$ cat src/rtl/tile_pkg.sv
// ---------------------------------------------------------------------------
// tile neighbourhood summing package
// shared constants for the 3x3 neighbour walk and the walker FSM states
// ---------------------------------------------------------------------------

`default_nettype none

package tile_pkg;

  // neighbours in one 3x3 bundle
  localparam int unsigned NB_COUNT = 9;

  // width of a neighbour index, 0..NB_COUNT-1
  localparam int unsigned NB_IDX_W = 4;

  // headroom so nine counts never overflow the sum
  localparam int unsigned SUM_EXTRA_W = 4;

  typedef enum logic [0:0] {
    WALK_IDLE,
    WALK_READ
  } walk_state_e;

endpackage

`default_nettype wire

$ cat src/rtl/tile_coord_clamp_3x3.sv
// ---------------------------------------------------------------------------
// 3x3 neighbour coordinate clamp
// expands a centre tile into nine neighbour coordinates, clamped onto the
// grid edge, and holds them in a one-deep valid/ready register slice
// ---------------------------------------------------------------------------

`default_nettype none

module tile_coord_clamp_3x3 #(
  parameter int unsigned TILES_X = 8,
  parameter int unsigned TILES_Y = 6,
  parameter int unsigned TAG_W   = 8
) (
  input  logic                       clk,
  input  logic                       rst,

  // centre request
  input  logic                       center_valid_i,
  output logic                       center_ready_o,
  input  logic [$clog2(TILES_Y)-1:0] center_i_i,
  input  logic [$clog2(TILES_X)-1:0] center_j_i,
  input  logic [TAG_W-1:0]           center_tag_i,

  // neighbour bundle
  output logic                       nb_valid_o,
  input  logic                       nb_ready_i,
  output logic [$clog2(TILES_Y)-1:0] nb_i0_o, nb_i1_o, nb_i2_o,
                                     nb_i3_o, nb_i4_o, nb_i5_o,
                                     nb_i6_o, nb_i7_o, nb_i8_o,
  output logic [$clog2(TILES_X)-1:0] nb_j0_o, nb_j1_o, nb_j2_o,
                                     nb_j3_o, nb_j4_o, nb_j5_o,
                                     nb_j6_o, nb_j7_o, nb_j8_o,
  output logic [TAG_W-1:0]           nb_tag_o
);

  localparam int unsigned I_W = $clog2(TILES_Y);
  localparam int unsigned J_W = $clog2(TILES_X);

  logic                  live;
  logic                  full;
  logic                  in_fire;
  logic                  out_fire;
  logic [8:0][I_W-1:0]   nxt_i;
  logic [8:0][J_W-1:0]   nxt_j;
  logic [8:0][I_W-1:0]   q_i;
  logic [8:0][J_W-1:0]   q_j;
  logic [TAG_W-1:0]      q_tag;

  function automatic int clamp_axis(input int v, input int hi);
    int r;
    r = v;
    if (v < 0) begin
      r = 0;
    end else if (v > hi) begin
      r = hi;
    end
    return r;
  endfunction

  // ---------------------------------------------------------------------------
  // handshake
  // ---------------------------------------------------------------------------
  assign out_fire       = full && nb_ready_i;
  assign center_ready_o = live && (!full || out_fire);
  assign in_fire        = center_valid_i && center_ready_o;
  assign nb_valid_o     = full;

  // ---------------------------------------------------------------------------
  // clamped neighbours, k -> row offset k/3-1, column offset k%3-1
  // ---------------------------------------------------------------------------
  for (genvar k = 0; k < 9; k++) begin : g_nb
    assign nxt_i[k] = I_W'(clamp_axis(int'(center_i_i) + k / 3 - 1, int'(TILES_Y) - 1));
    assign nxt_j[k] = J_W'(clamp_axis(int'(center_j_i) + k % 3 - 1, int'(TILES_X) - 1));
  end

  always_ff @(posedge clk) begin
    if (rst) begin
      live <= 1'b0;
      full <= 1'b0;
    end else begin
      // ready opens on the first clock after reset
      live <= 1'b1;
      if (in_fire) begin
        full <= 1'b1;
      end else if (out_fire) begin
        full <= 1'b0;
      end
    end
  end

  always_ff @(posedge clk) begin
    if (in_fire) begin
      q_i   <= nxt_i;
      q_j   <= nxt_j;
      q_tag <= center_tag_i;
    end
  end

  assign nb_i0_o  = q_i[0];
  assign nb_i1_o  = q_i[1];
  assign nb_i2_o  = q_i[2];
  assign nb_i3_o  = q_i[3];
  assign nb_i4_o  = q_i[4];
  assign nb_i5_o  = q_i[5];
  assign nb_i6_o  = q_i[6];
  assign nb_i7_o  = q_i[7];
  assign nb_i8_o  = q_i[8];
  assign nb_j0_o  = q_j[0];
  assign nb_j1_o  = q_j[1];
  assign nb_j2_o  = q_j[2];
  assign nb_j3_o  = q_j[3];
  assign nb_j4_o  = q_j[4];
  assign nb_j5_o  = q_j[5];
  assign nb_j6_o  = q_j[6];
  assign nb_j7_o  = q_j[7];
  assign nb_j8_o  = q_j[8];
  assign nb_tag_o = q_tag;

  // stalled bundle must not change under the walker
  a_nb_hold: assert property (@(posedge clk) disable iff (rst)
    nb_valid_o && !nb_ready_i |=> nb_valid_o && $stable(q_i) && $stable(q_j) && $stable(q_tag));

endmodule

`default_nettype wire

$ cat src/rtl/nb_walker.sv
// ---------------------------------------------------------------------------
// neighbour walker
// takes one 3x3 bundle and issues its nine tile count reads, one per
// cycle, with strobe, last flag and tag delayed to the memory latency
// ---------------------------------------------------------------------------

`default_nettype none

module nb_walker #(
  parameter int unsigned TILES_X = 8,
  parameter int unsigned TILES_Y = 6,
  parameter int unsigned TAG_W   = 8
) (
  input  logic                               clk,
  input  logic                               rst,

  input  logic                               nb_valid_i,
  output logic                               nb_ready_o,
  input  logic [$clog2(TILES_Y)-1:0]         nb_i0_i, nb_i1_i, nb_i2_i,
                                             nb_i3_i, nb_i4_i, nb_i5_i,
                                             nb_i6_i, nb_i7_i, nb_i8_i,
  input  logic [$clog2(TILES_X)-1:0]         nb_j0_i, nb_j1_i, nb_j2_i,
                                             nb_j3_i, nb_j4_i, nb_j5_i,
                                             nb_j6_i, nb_j7_i, nb_j8_i,
  input  logic [TAG_W-1:0]                   nb_tag_i,
  input  logic                               accum_ready_i,

  // memory read port
  output logic                               rd_en_o,
  output logic [$clog2(TILES_X*TILES_Y)-1:0] rd_addr_o,

  // aligned with the returned count
  output logic                               rd_valid_o,
  output logic                               rd_last_o,
  output logic [TAG_W-1:0]                   rd_tag_o
);

  import tile_pkg::*;

  localparam int unsigned I_W = $clog2(TILES_Y);
  localparam int unsigned J_W = $clog2(TILES_X);
  localparam int unsigned A_W = $clog2(TILES_X * TILES_Y);

  walk_state_e         state;
  logic [NB_IDX_W-1:0] idx;
  logic                accept;
  logic                last_rd;
  logic [8:0][I_W-1:0] b_i;
  logic [8:0][J_W-1:0] b_j;
  logic [TAG_W-1:0]    b_tag;

  assign nb_ready_o = (state == WALK_IDLE) && accum_ready_i;
  assign accept     = nb_valid_i && nb_ready_o;
  assign rd_en_o    = (state == WALK_READ);
  assign last_rd    = rd_en_o && (idx == NB_IDX_W'(NB_COUNT - 1));

  // flat address, row major
  assign rd_addr_o = A_W'(int'(b_i[idx]) * TILES_X + int'(b_j[idx]));

  always_ff @(posedge clk) begin
    if (rst) begin
      state      <= WALK_IDLE;
      idx        <= '0;
      rd_valid_o <= 1'b0;
      rd_last_o  <= 1'b0;
    end else begin
      rd_valid_o <= rd_en_o;
      rd_last_o  <= last_rd;
      case (state)
        WALK_IDLE: begin
          if (accept) begin
            state <= WALK_READ;
            idx   <= '0;
          end
        end
        WALK_READ: begin
          if (last_rd) begin
            state <= WALK_IDLE;
            idx   <= '0;
          end else begin
            idx <= idx + 1'b1;
          end
        end
        default: state <= WALK_IDLE;
      endcase
    end
  end

  // bundle capture and tag delay
  always_ff @(posedge clk) begin
    if (accept) begin
      b_i   <= {nb_i8_i, nb_i7_i, nb_i6_i, nb_i5_i, nb_i4_i, nb_i3_i, nb_i2_i, nb_i1_i, nb_i0_i};
      b_j   <= {nb_j8_i, nb_j7_i, nb_j6_i, nb_j5_i, nb_j4_i, nb_j3_i, nb_j2_i, nb_j1_i, nb_j0_i};
      b_tag <= nb_tag_i;
    end
    rd_tag_o <= b_tag;
  end

  a_idx_range: assert property (@(posedge clk) disable iff (rst)
    idx <= NB_IDX_W'(NB_COUNT - 1));

endmodule

`default_nettype wire

$ cat src/rtl/tile_count_mem.sv
// ---------------------------------------------------------------------------
// tile count memory
// one count per tile, loaded by row and column, read by flat address
// with a one cycle registered read port
// ---------------------------------------------------------------------------

`default_nettype none

module tile_count_mem #(
  parameter int unsigned TILES_X = 8,
  parameter int unsigned TILES_Y = 6,
  parameter int unsigned COUNT_W = 6
) (
  input  logic                               clk,

  // load port
  input  logic                               wr_en_i,
  input  logic [$clog2(TILES_Y)-1:0]         wr_i_i,
  input  logic [$clog2(TILES_X)-1:0]         wr_j_i,
  input  logic [COUNT_W-1:0]                 wr_count_i,

  // query port
  input  logic                               rd_en_i,
  input  logic [$clog2(TILES_X*TILES_Y)-1:0] rd_addr_i,
  output logic [COUNT_W-1:0]                 rd_data_o
);

  localparam int unsigned DEPTH = TILES_X * TILES_Y;
  localparam int unsigned A_W   = $clog2(DEPTH);

  logic [COUNT_W-1:0] mem [DEPTH];
  logic [A_W-1:0]     wr_addr;

  assign wr_addr = A_W'(int'(wr_i_i) * TILES_X + int'(wr_j_i));

  // no bypass, loads only happen while idle
  always_ff @(posedge clk) begin
    if (wr_en_i) begin
      mem[wr_addr] <= wr_count_i;
    end
    if (rd_en_i) begin
      rd_data_o <= mem[rd_addr_i];
    end
  end

endmodule

`default_nettype wire

$ cat src/rtl/nb_count_accum.sv
// ---------------------------------------------------------------------------
// neighbour count accumulator
// adds the nine counts of a bundle and holds the sum and tag on a
// valid/ready result port until it is taken
// ---------------------------------------------------------------------------

`default_nettype none

module nb_count_accum #(
  parameter int unsigned COUNT_W = 6,
  parameter int unsigned TAG_W   = 8
) (
  input  logic                                     clk,
  input  logic                                     rst,

  // counts from memory, strobes from the walker
  input  logic                                     rd_valid_i,
  input  logic                                     rd_last_i,
  input  logic [TAG_W-1:0]                         rd_tag_i,
  input  logic [COUNT_W-1:0]                       rd_data_i,
  output logic                                     accum_ready_o,

  // result
  output logic                                     sum_valid_o,
  input  logic                                     sum_ready_i,
  output logic [COUNT_W+tile_pkg::SUM_EXTRA_W-1:0] sum_o,
  output logic [TAG_W-1:0]                         sum_tag_o
);

  import tile_pkg::*;

  localparam int unsigned SUM_W = COUNT_W + SUM_EXTRA_W;

  logic [SUM_W-1:0]    run_sum;
  logic [SUM_W-1:0]    total;
  logic                held;
  logic [NB_IDX_W-1:0] rd_cnt;

  assign total         = run_sum + SUM_W'(rd_data_i);
  assign accum_ready_o = !held && !(rd_valid_i && rd_last_i);
  assign sum_valid_o   = held;

  always_ff @(posedge clk) begin
    if (rst) begin
      run_sum <= '0;
      rd_cnt  <= '0;
      held    <= 1'b0;
    end else begin
      if (held && sum_ready_i) begin
        held <= 1'b0;
      end
      if (rd_valid_i) begin
        if (rd_last_i) begin
          // restart for the next bundle
          run_sum <= '0;
          rd_cnt  <= '0;
          held    <= 1'b1;
        end else begin
          run_sum <= total;
          rd_cnt  <= rd_cnt + 1'b1;
        end
      end
    end
  end

  // held result
  always_ff @(posedge clk) begin
    if (rd_valid_i && rd_last_i) begin
      sum_o     <= total;
      sum_tag_o <= rd_tag_i;
    end
  end

  // walker must not start a bundle over a held result
  a_no_overrun: assert property (@(posedge clk) disable iff (rst)
    rd_valid_i |-> !held);

  // last flag marks exactly the ninth count
  a_last_pos: assert property (@(posedge clk) disable iff (rst)
    rd_valid_i |-> (rd_last_i == (rd_cnt == NB_IDX_W'(NB_COUNT - 1))));

endmodule

`default_nettype wire

$ cat src/rtl/tile_nb_sum_top.sv
// ---------------------------------------------------------------------------
// tile neighbourhood summing unit
// clamp, walker, count memory and accumulator, returning the sum of the
// nine clamped neighbour counts of a centre tile with its tag
// ---------------------------------------------------------------------------

`default_nettype none

module tile_nb_sum_top #(
  parameter int unsigned TILES_X = 8,
  parameter int unsigned TILES_Y = 6,
  parameter int unsigned TAG_W   = 8,
  parameter int unsigned COUNT_W = 6
) (
  input  logic                                     clk,
  input  logic                                     rst,

  input  logic                                     center_valid_i,
  output logic                                     center_ready_o,
  input  logic [$clog2(TILES_Y)-1:0]               center_i_i,
  input  logic [$clog2(TILES_X)-1:0]               center_j_i,
  input  logic [TAG_W-1:0]                         center_tag_i,

  input  logic                                     wr_en_i,
  input  logic [$clog2(TILES_Y)-1:0]               wr_i_i,
  input  logic [$clog2(TILES_X)-1:0]               wr_j_i,
  input  logic [COUNT_W-1:0]                       wr_count_i,

  output logic                                     sum_valid_o,
  input  logic                                     sum_ready_i,
  output logic [COUNT_W+tile_pkg::SUM_EXTRA_W-1:0] sum_o,
  output logic [TAG_W-1:0]                         sum_tag_o
);

  localparam int unsigned I_W = $clog2(TILES_Y);
  localparam int unsigned J_W = $clog2(TILES_X);
  localparam int unsigned A_W = $clog2(TILES_X * TILES_Y);

  logic               nb_valid;
  logic               nb_ready;
  logic [I_W-1:0]     nb_i0, nb_i1, nb_i2, nb_i3, nb_i4, nb_i5, nb_i6, nb_i7, nb_i8;
  logic [J_W-1:0]     nb_j0, nb_j1, nb_j2, nb_j3, nb_j4, nb_j5, nb_j6, nb_j7, nb_j8;
  logic [TAG_W-1:0]   nb_tag;
  logic               rd_en;
  logic [A_W-1:0]     rd_addr;
  logic               rd_valid;
  logic               rd_last;
  logic [TAG_W-1:0]   rd_tag;
  logic [COUNT_W-1:0] rd_data;
  logic               accum_ready;

  tile_coord_clamp_3x3 #(
    .TILES_X(TILES_X), .TILES_Y(TILES_Y), .TAG_W(TAG_W)
  ) tile_coord_clamp_3x3_inst (
    .clk(clk), .rst(rst),
    .center_valid_i(center_valid_i), .center_ready_o(center_ready_o),
    .center_i_i(center_i_i), .center_j_i(center_j_i), .center_tag_i(center_tag_i),
    .nb_valid_o(nb_valid), .nb_ready_i(nb_ready),
    .nb_i0_o(nb_i0), .nb_i1_o(nb_i1), .nb_i2_o(nb_i2), .nb_i3_o(nb_i3), .nb_i4_o(nb_i4),
    .nb_i5_o(nb_i5), .nb_i6_o(nb_i6), .nb_i7_o(nb_i7), .nb_i8_o(nb_i8),
    .nb_j0_o(nb_j0), .nb_j1_o(nb_j1), .nb_j2_o(nb_j2), .nb_j3_o(nb_j3), .nb_j4_o(nb_j4),
    .nb_j5_o(nb_j5), .nb_j6_o(nb_j6), .nb_j7_o(nb_j7), .nb_j8_o(nb_j8),
    .nb_tag_o(nb_tag)
  );

  nb_walker #(
    .TILES_X(TILES_X), .TILES_Y(TILES_Y), .TAG_W(TAG_W)
  ) nb_walker_inst (
    .clk(clk), .rst(rst),
    .nb_valid_i(nb_valid), .nb_ready_o(nb_ready),
    .nb_i0_i(nb_i0), .nb_i1_i(nb_i1), .nb_i2_i(nb_i2), .nb_i3_i(nb_i3), .nb_i4_i(nb_i4),
    .nb_i5_i(nb_i5), .nb_i6_i(nb_i6), .nb_i7_i(nb_i7), .nb_i8_i(nb_i8),
    .nb_j0_i(nb_j0), .nb_j1_i(nb_j1), .nb_j2_i(nb_j2), .nb_j3_i(nb_j3), .nb_j4_i(nb_j4),
    .nb_j5_i(nb_j5), .nb_j6_i(nb_j6), .nb_j7_i(nb_j7), .nb_j8_i(nb_j8),
    .nb_tag_i(nb_tag), .accum_ready_i(accum_ready),
    .rd_en_o(rd_en), .rd_addr_o(rd_addr),
    .rd_valid_o(rd_valid), .rd_last_o(rd_last), .rd_tag_o(rd_tag)
  );

  tile_count_mem #(
    .TILES_X(TILES_X), .TILES_Y(TILES_Y), .COUNT_W(COUNT_W)
  ) tile_count_mem_inst (
    .clk(clk),
    .wr_en_i(wr_en_i), .wr_i_i(wr_i_i), .wr_j_i(wr_j_i), .wr_count_i(wr_count_i),
    .rd_en_i(rd_en), .rd_addr_i(rd_addr), .rd_data_o(rd_data)
  );

  nb_count_accum #(
    .COUNT_W(COUNT_W), .TAG_W(TAG_W)
  ) nb_count_accum_inst (
    .clk(clk), .rst(rst),
    .rd_valid_i(rd_valid), .rd_last_i(rd_last), .rd_tag_i(rd_tag), .rd_data_i(rd_data),
    .accum_ready_o(accum_ready),
    .sum_valid_o(sum_valid_o), .sum_ready_i(sum_ready_i),
    .sum_o(sum_o), .sum_tag_o(sum_tag_o)
  );

endmodule

`default_nettype wire

$ cat config.mk
export PLATFORM = sky130hd
export DESIGN_NAME = tile_nb_sum_top
export DESIGN_NICKNAME = d
export VERILOG_FILES = /design/src/rtl/tile_pkg.sv /design/src/rtl/tile_coord_clamp_3x3.sv /design/src/rtl/nb_walker.sv /design/src/rtl/tile_count_mem.sv /design/src/rtl/nb_count_accum.sv /design/src/rtl/tile_nb_sum_top.sv
export SDC_FILE = /design/constraint.sdc
export NUM_CORES = 1
export LEC_CHECK = 0
export ABC_AREA = 1
export BUFFER_PORTS_ARGS = -buffer_cell sky130_fd_sc_hd__buf_2
export CAP_MARGIN = 0
export CORE_MARGIN = 5
export CORE_UTILIZATION = 45
export DETAILED_ROUTE_END_ITERATION = 8
export SLEW_MARGIN = 20
export SYNTH_ARGS = -nofsm -noshare
export SYNTH_HDL_FRONTEND = slang
export SYNTH_SLANG_ARGS = --single-unit
$ cat constraint.sdc
create_clock -name clk -period 3.7 [get_ports clk]
set_input_delay 0.185 -clock clk [delete_from_list [all_inputs] [get_ports clk]]
set_output_delay 0.185 -clock clk [all_outputs]
set_load 0.01 [all_outputs]
==> results of run 1 <==
-- state kept, by name (all words and copies together) (netlist names), 4 cells and up --
signal                              cells
nb_count_accum_inst.sum_tag_o           8
nb_walker_inst.b_j                      9
nb_walker_inst.b_i                      9
tile_count_mem_inst.rd_data_o           6
nb_walker_inst.rd_tag_o                 8
tile_coord_clamp_3x3_inst.nb_tag_o      8
nb_count_accum_inst.sum_o              10
nb_count_accum_inst.run_sum            10
nb_walker_inst.b_tag                    8
nb_walker_inst.idx                      4
tile_count_mem_inst.mem               288
-- layer usage --
| metal | vias to the layer above | part of all wire | wire length [um] | GRT usage |
|---|---|---|---|---|
| li1 | 5298 | - | - | - |
| met1 | 5269 | 0.45 | 17400 | 0.2705 |
| met2 | 378 | 0.46 | 17790 | 0.2893 |
| met3 | 75 | 0.071 | 2757 | 0.03355 |
| met4 | 0 | 0.025 | 982 | 0.05613 |
| met5 | - | 0 | 0 | 0 |
-- path summary, 6_finish.rpt --
kind	from	to	slack, ps	depth (start not counted)
hold reg to reg	nb_walker_inst.b_tag[2]	nb_walker_inst.rd_tag_o[2]	340	0
hold / removal	center_j_i[1]	tile_coord_clamp_3x3_inst.nb_j2_o[2]	30	3
setup reg to reg	nb_walker_inst.idx[1]	tile_count_mem_inst.rd_data_o[3]	710	14
setup / recovery	nb_walker_inst.idx[1]	tile_count_mem_inst.rd_data_o[3]	710	14
-- kinds of logic (layout without fill, tap and decap cells) --
kind of cell,after synthesis,in the layout,share of synthesized area
XOR/XNOR,9,9,0.004667
buffers and inverters,280,358,0.06962
adder cells (fa/ha/maj),21,21,0.01600
flip-flops,392,392,0.6802
AO/OA/AOI/OAI,144,144,0.04644
AND/OR/NAND/NOR,663,663,0.1830
-- through the flow --
stage,instance area (um^2),cells,util,hold WS [ps]
after global placement,17580,2008,0.4700,323.5
after CTS,19180,2098,0.5128,3.932
after floorplan,16890,1509,-,283.9
after detailed placement,17580,2008,0.4700,329.4
final,19180,2098,0.5128,29.59
after global routing,19180,2098,0.5128,32.38
-- worst max-delay path: stages (launching register included) --
cell,delay (ps)
dfxtp_1,690
inv_2,180
nand3_1,130
nand2_1,60
nand2_1,90
nand3_4,110
nand2_4,320
buf_12,360
nand2_1,90
nand3_1,80
nand3_1,140
nand3_1,140
nand3_1,160
nand3_1,110
nand2_1,50
-- cell type report --
| class | count | area, um^2 | share of cell area |
|---|---|---|---|
| tap | 511 | 639.4 | 0.03334 |
| inverter | 204 | 767.0 | 0.03999 |
| clock buffer | 50 | 1111 | 0.05793 |
| timing repair buffer | 79 | 570.5 | 0.02975 |
| clock inverter | 25 | 339.1 | 0.01768 |
| multi-input combinational | 837 | 4262 | 0.2222 |
| sequential | 392 | 11490 | 0.5991 |
-- power groups by stage --
stage	Clock, mW	Combinational [mW]	Sequential, mW
6_report	4.34	0.734	4.93
5_1_grt	4.61	0.812	4.93
4_1_cts	4.41	0.733	4.93
3_5_place_dp	0	0.717	5.02
3_3_place_gp	0	0.710	5.02
2_1_floorplan	0	0.475	5.01
-- placed cells by master, fill, tap and decap left out, types with 3 or more instances in the layout --
cell type,n
ha_1,20
inv_2,4
clkinv_1,5
xor2_1,6
nand3b_1,53
dfxtp_1,28
a21oi_1,64
xnor2_1,3
buf_12,5
o21ai_1,26
inv_1,199
buf_2,49
nor2_1,83
clkbuf_16,42
clkinv_2,4
nand2_1,227
dlygate4sd3_1,15
o211ai_1,8
clkbuf_8,3
or2_2,3
o21ai_0,30
clkbuf_1,5
o22ai_1,4
clkinvlp_4,6
a31oi_1,3
bufinv_16,7
nand3_1,274
nor3_1,11
edfxtp_1,364
buf_4,10
==> flow_summary.toml, run 1 <==
[run_status]
status = "finished clean"

[sta]
timing.final.ws_setup_ps = 710.3
hold_violations = 0
skew_ps = 7.251
post-route-period-util = 0.8080
maxSlewViolCount = 0
tns_ps = 0
tightest_slew_ps = 1107
min_period_ps = 2990
slew_headroom = 0.2621
setup_viol = 0
rsz0062_at_grt = "false"
fmax_mhz = 334.5

[clock_tree]
cts_root_buf = "clkbuf_16"
cts_tree = "done"
clk_path_buf_depth = 3
cts.sinks = 392
h-tree-depth = 2
ctsHoldBuffers = 15
cts_buffers = 41
clk_pin_slew_worst_paths_ps = 60
clkLatencyLatePin_ps = 540
ctsResizeCount = 0
postCtsSetupBuffers = 0

[cells_and_area]
layout-drive-gt1-share = 0.09263
area_delta_synth_final_pct = 13.54
fin_nets = 1607
num_antenna_cells = 0
nFillCells = 3247

[floorplan]
die_width_um = 203.8
ioPinCount = 51
fp.dieArea_um2 = 41510
initial_core_util = 0.4517
core_area_um2 = 37400
die_y_um = 203.8
placementRows = 71

[power]
p_comb_frac = 0.073
swShare = 0.2236
p_int_mw = 7.764
power.total_mw = 9.999
seq_power_share = 0.493
p_clk_frac = 0.434
p_leak_nw = 7.325
p_per_area_nw_per_um2 = 521.4
switchingPower_mw = 2.235
ir_worst_vdd_v = 0.0003720

[placement]
pre_cts_slack_ps = 753.1
io_buffers = 50
place_hpwl_um = 23630
gp_congestion = 0.8729

[synth]
ys_ff_latch = 392
ys_dominant_reg_cell = "edfxtp_1"
synth_top_area_cell = "edfxtp_1"
yosysMostFrequentCell = "edfxtp_1"
syn_avg_cell_area_um2 = 11.19
syn_area_um2 = 16890
synthCells = 1509
yosys_warnings = 0
synth_seq_area_share = 0.6802
synthTopCellsByArea = "edfxtp_1 (65%), nand3_1 (8.1%), nand2_1 (5.0%), inv_1 (4.4%), dfxtp_1 (3.3%)"
syn-num-nets = 1561
synthArstFlopShare = 0
synth_top_cell_area_share = 0.6471
ys_types = 41
synth_edf_count = 364
ys_top_cells_by_count = "edfxtp_1 (364), nand3_1 (274), nand2_1 (227)"

[grt]
antenna_found_initial = 0
grt_pass1_wl_um = 60870
grt_max_degree = 115
grt-ovfl-total = 0
grt_usage = 0.1863
grt_pass1_vias = 10710

[critical_path]
end_kind = "register"
critPathMaxFanout = 82
setup.worst_path.class = "register to register"
start_kind = "register"
cp.arrival_ps = 3280
crit_required_ps = 4000

[detailed_routing]
viasPerCell = 5.253
first_iter_violations = 1181
route.vias.total = 11020
routed_wirelength_um = 38930
dr.pass1.iters = 6
routedWlPerCell_um = 18.56
drc = 0
ant_nets = 0

[job]
maxCapViolations = 0

[min_path]
hp-class = "input pin to register"
Note: power is estimated with default switching activity, not from simulation.
==> inputs of run 2 (changes only) <==
Settings changed: ABC_AREA 1 to 0.
Clock period 3.7 ns to 2.4 ns, I/O delays scaled along.
==> flow_summary.toml, run 2 <==
[run_status]
status = "finished, violations left"
violations = "negative setup slack"

[critical_path]
r2r_end = "tile_count_mem_inst.rd_data_o[1]"
rr_startpoint = "nb_walker_inst.idx[1]"
crit_start = "nb_walker_inst.idx[1]"
start_kind = "register"
reg2regPathDepth = 11
r2r_setup_slack_ps = -320
end_kind = "register"
critPathMaxFanout = 7
setup.worst_path.class = "register to register"
cp.arrival_ps = 3030
crit_required_ps = 2710
worstSetupEndpoint = "tile_count_mem_inst.rd_data_o[1]"

[floorplan]
placementRows = 69
core_area_um2 = 35660
ioPinCount = 51
initial_core_util = 0.4576
die_y_um = 200.4
die_width_um = 200.4
fp.dieArea_um2 = 40160

[sta]
tns_ps = -1658
fin_hold_ws_ps = 37.06
setup_viol = 6
slew_headroom = 0.3337
min_period_ps = 2723
tightest_slew_ps = 999.5
timing.final.ws_setup_ps = -323.4
maxSlewViolCount = 0
skew_ps = 17.82
fmax_mhz = 367.2
hold_violations = 0
post-route-period-util = 1.135
rsz0062_at_grt = "true"

[cells_and_area]
most-common-layout-cells = "edfxtp_1 (364), nand2_1 (137), mux2i_1 (113), buf_4 (74), nor2_1 (67)"
fin_nets = 1338
num_antenna_cells = 0
area_delta_synth_final_pct = 21.89
layout_commonest_cell = "edfxtp_1"
largest_reg_flops = 288
max_flop_register = "tile_count_mem_inst.mem"
top_regs = "tile_count_mem_inst.mem (288), nb_count_accum_inst.run_sum (10), nb_count_accum_inst.sum_o (10)"
layoutNonFillerInstCount = 1780
layout-drive-gt1-share = 0.2092
final_area_um2 = 19890
post-route-util = 0.5577

[clock_tree]
clkLatencyLatePin_ps = 560
cts_buffers = 41
clk_path_buf_depth = 3
cts.sinks = 392
h-tree-depth = 2
clk_pin_slew_worst_paths_ps = 60
cts_root_buf = "clkbuf_16"
cts_tree = "done"

[power]
swShare = 0.2228
power.total_mw = 15.24
seq_power_share = 0.498
p_leak_nw = 7.098
ir_worst_vdd_v = 0.0005278
p_per_area_nw_per_um2 = 766.2
p_comb_frac = 0.092
p_int_mw = 11.84
switchingPower_mw = 3.394
p_clk_frac = 0.409

[detailed_routing]
dr.pass1.iters = 6
first_iter_violations = 739
routed_wirelength_um = 37640
route.vias.total = 9855
routedWlPerCell_um = 21.15
ant_nets = 0
drc = 0
viasPerCell = 5.537

[synth]
syn-num-nets = 1176
yosysMostFrequentCell = "edfxtp_1"
synth_seq_area_share = 0.7043
syn_area_um2 = 16320
synth_top_area_cell = "edfxtp_1"
ys_ff_latch = 392
ys_types = 56
ys_top_cells_by_count = "edfxtp_1 (364), nand2_1 (139), mux2i_1 (138)"
synthCells = 1124
synth_edf_count = 364
syn_avg_cell_area_um2 = 14.52
synthArstFlopShare = 0
synthTopCellsByArea = "edfxtp_1 (67%), mux2i_1 (8.5%), dfxtp_1 (3.4%), nand2_1 (3.2%), nor2_1 (1.6%)"
synth_top_cell_area_share = 0.6699
yosys_warnings = 0
ys_dominant_reg_cell = "edfxtp_1"

[placement]
gp_congestion = 0.8611
dp_cells = 1664
io_buffers = 50
pre_cts_slack_ps = -508.6
place_hpwl_um = 24050
place_area_um2 = 17680

[job]
maxCapViolations = 0

[grt]
antenna_found_initial = 0
grt_pass1_wl_um = 57470
grt_usage = 0.1832
grt_max_degree = 49
grt-ovfl-total = 0
grt_pass1_vias = 9945

[min_path]
hp-class = "input pin to register"
-- run 2: metal layers --
metal  vias to the layer above  share of wire  track usage
met5                         -              0            0
met4                         0          0.024      0.06047
met3                        58          0.058      0.03829
met2                       277           0.48       0.2899
met1                      4906           0.44       0.2559
li1                       4614              -            -
-- run 2: how the worst min path moves through the flow --
stage / slack [ps] / start / cells past startpoint / to
finish: 40 / wr_count_i[2] / 1 / tile_count_mem_inst.mem[33][2]
global route: 40 / wr_count_i[2] / 1 / tile_count_mem_inst.mem[33][2]
CTS: 0.7 / wr_count_i[2] / 1 / tile_count_mem_inst.mem[33][2]
detailed placement: 300 / center_tag_i[7] / 1 / tile_coord_clamp_3x3_inst.nb_tag_o[7]
global placement: 300 / center_tag_i[3] / 1 / tile_coord_clamp_3x3_inst.nb_tag_o[3]
floorplan: 220 / center_tag_i[0] / 0 / tile_coord_clamp_3x3_inst.nb_tag_o[0]
-- run 2: kinds of logic after synthesis --
family,count (synthesis),share of synthesized area
AO/OA/AOI/OAI,146,0.06488
AND/OR/NAND/NOR,329,0.09302
adder cells (fa/ha/maj),21,0.01656
XOR/XNOR,9,0.004832
flip-flops,392,0.7043
buffers and inverters,85,0.02692
multiplexers,142,0.08949
-- run 2: worst max-delay path: stages (launching register included) --
cell       delay [ps]
dfxtp_4           350
buf_8             130
nor4b_4           350
a2bb2oi_2         140
o21ai_4           110
buf_12            170
buf_4             130
mux2i_2           320
mux2i_4           120
a32oi_1           210
a31oi_1           110
o32a_1            340
-- run 2: power by group through the flow --
stage | Combinational [mW] | Sequential (mW) | Clock [mW]
6_report | 1.41 | 7.59 | 6.24
5_1_grt | 1.50 | 7.60 | 6.66
4_1_cts | 1.36 | 7.59 | 6.36
3_5_place_dp | 1.19 | 7.74 | 0
3_3_place_gp | 1.18 | 7.73 | 0
2_1_floorplan | 0.692 | 7.73 | 0
-- run 2: cell type report --
cell class / count / area [um^2]
sequential: 392 / 11500
clock buffer: 54 / 1095
multi-input combinational: 647 / 4644
tap: 461 / 576.8
inverter: 25 / 97.59
fill: 2872 / 15770
timing repair buffer: 179 / 1738
clock inverter: 22 / 235.2
-- run 2: timing repair --
action / 4_1_cts / 5_1_grt
hold endpoints to repair: 41 / 0
hold buffers: 21 / 0
cloned: 6 / 3
endpoints found under the setup margin: 6 / 10
resized for setup: 54 / 26
pin swaps: 25 / 20
setup buffers: 11 / 3
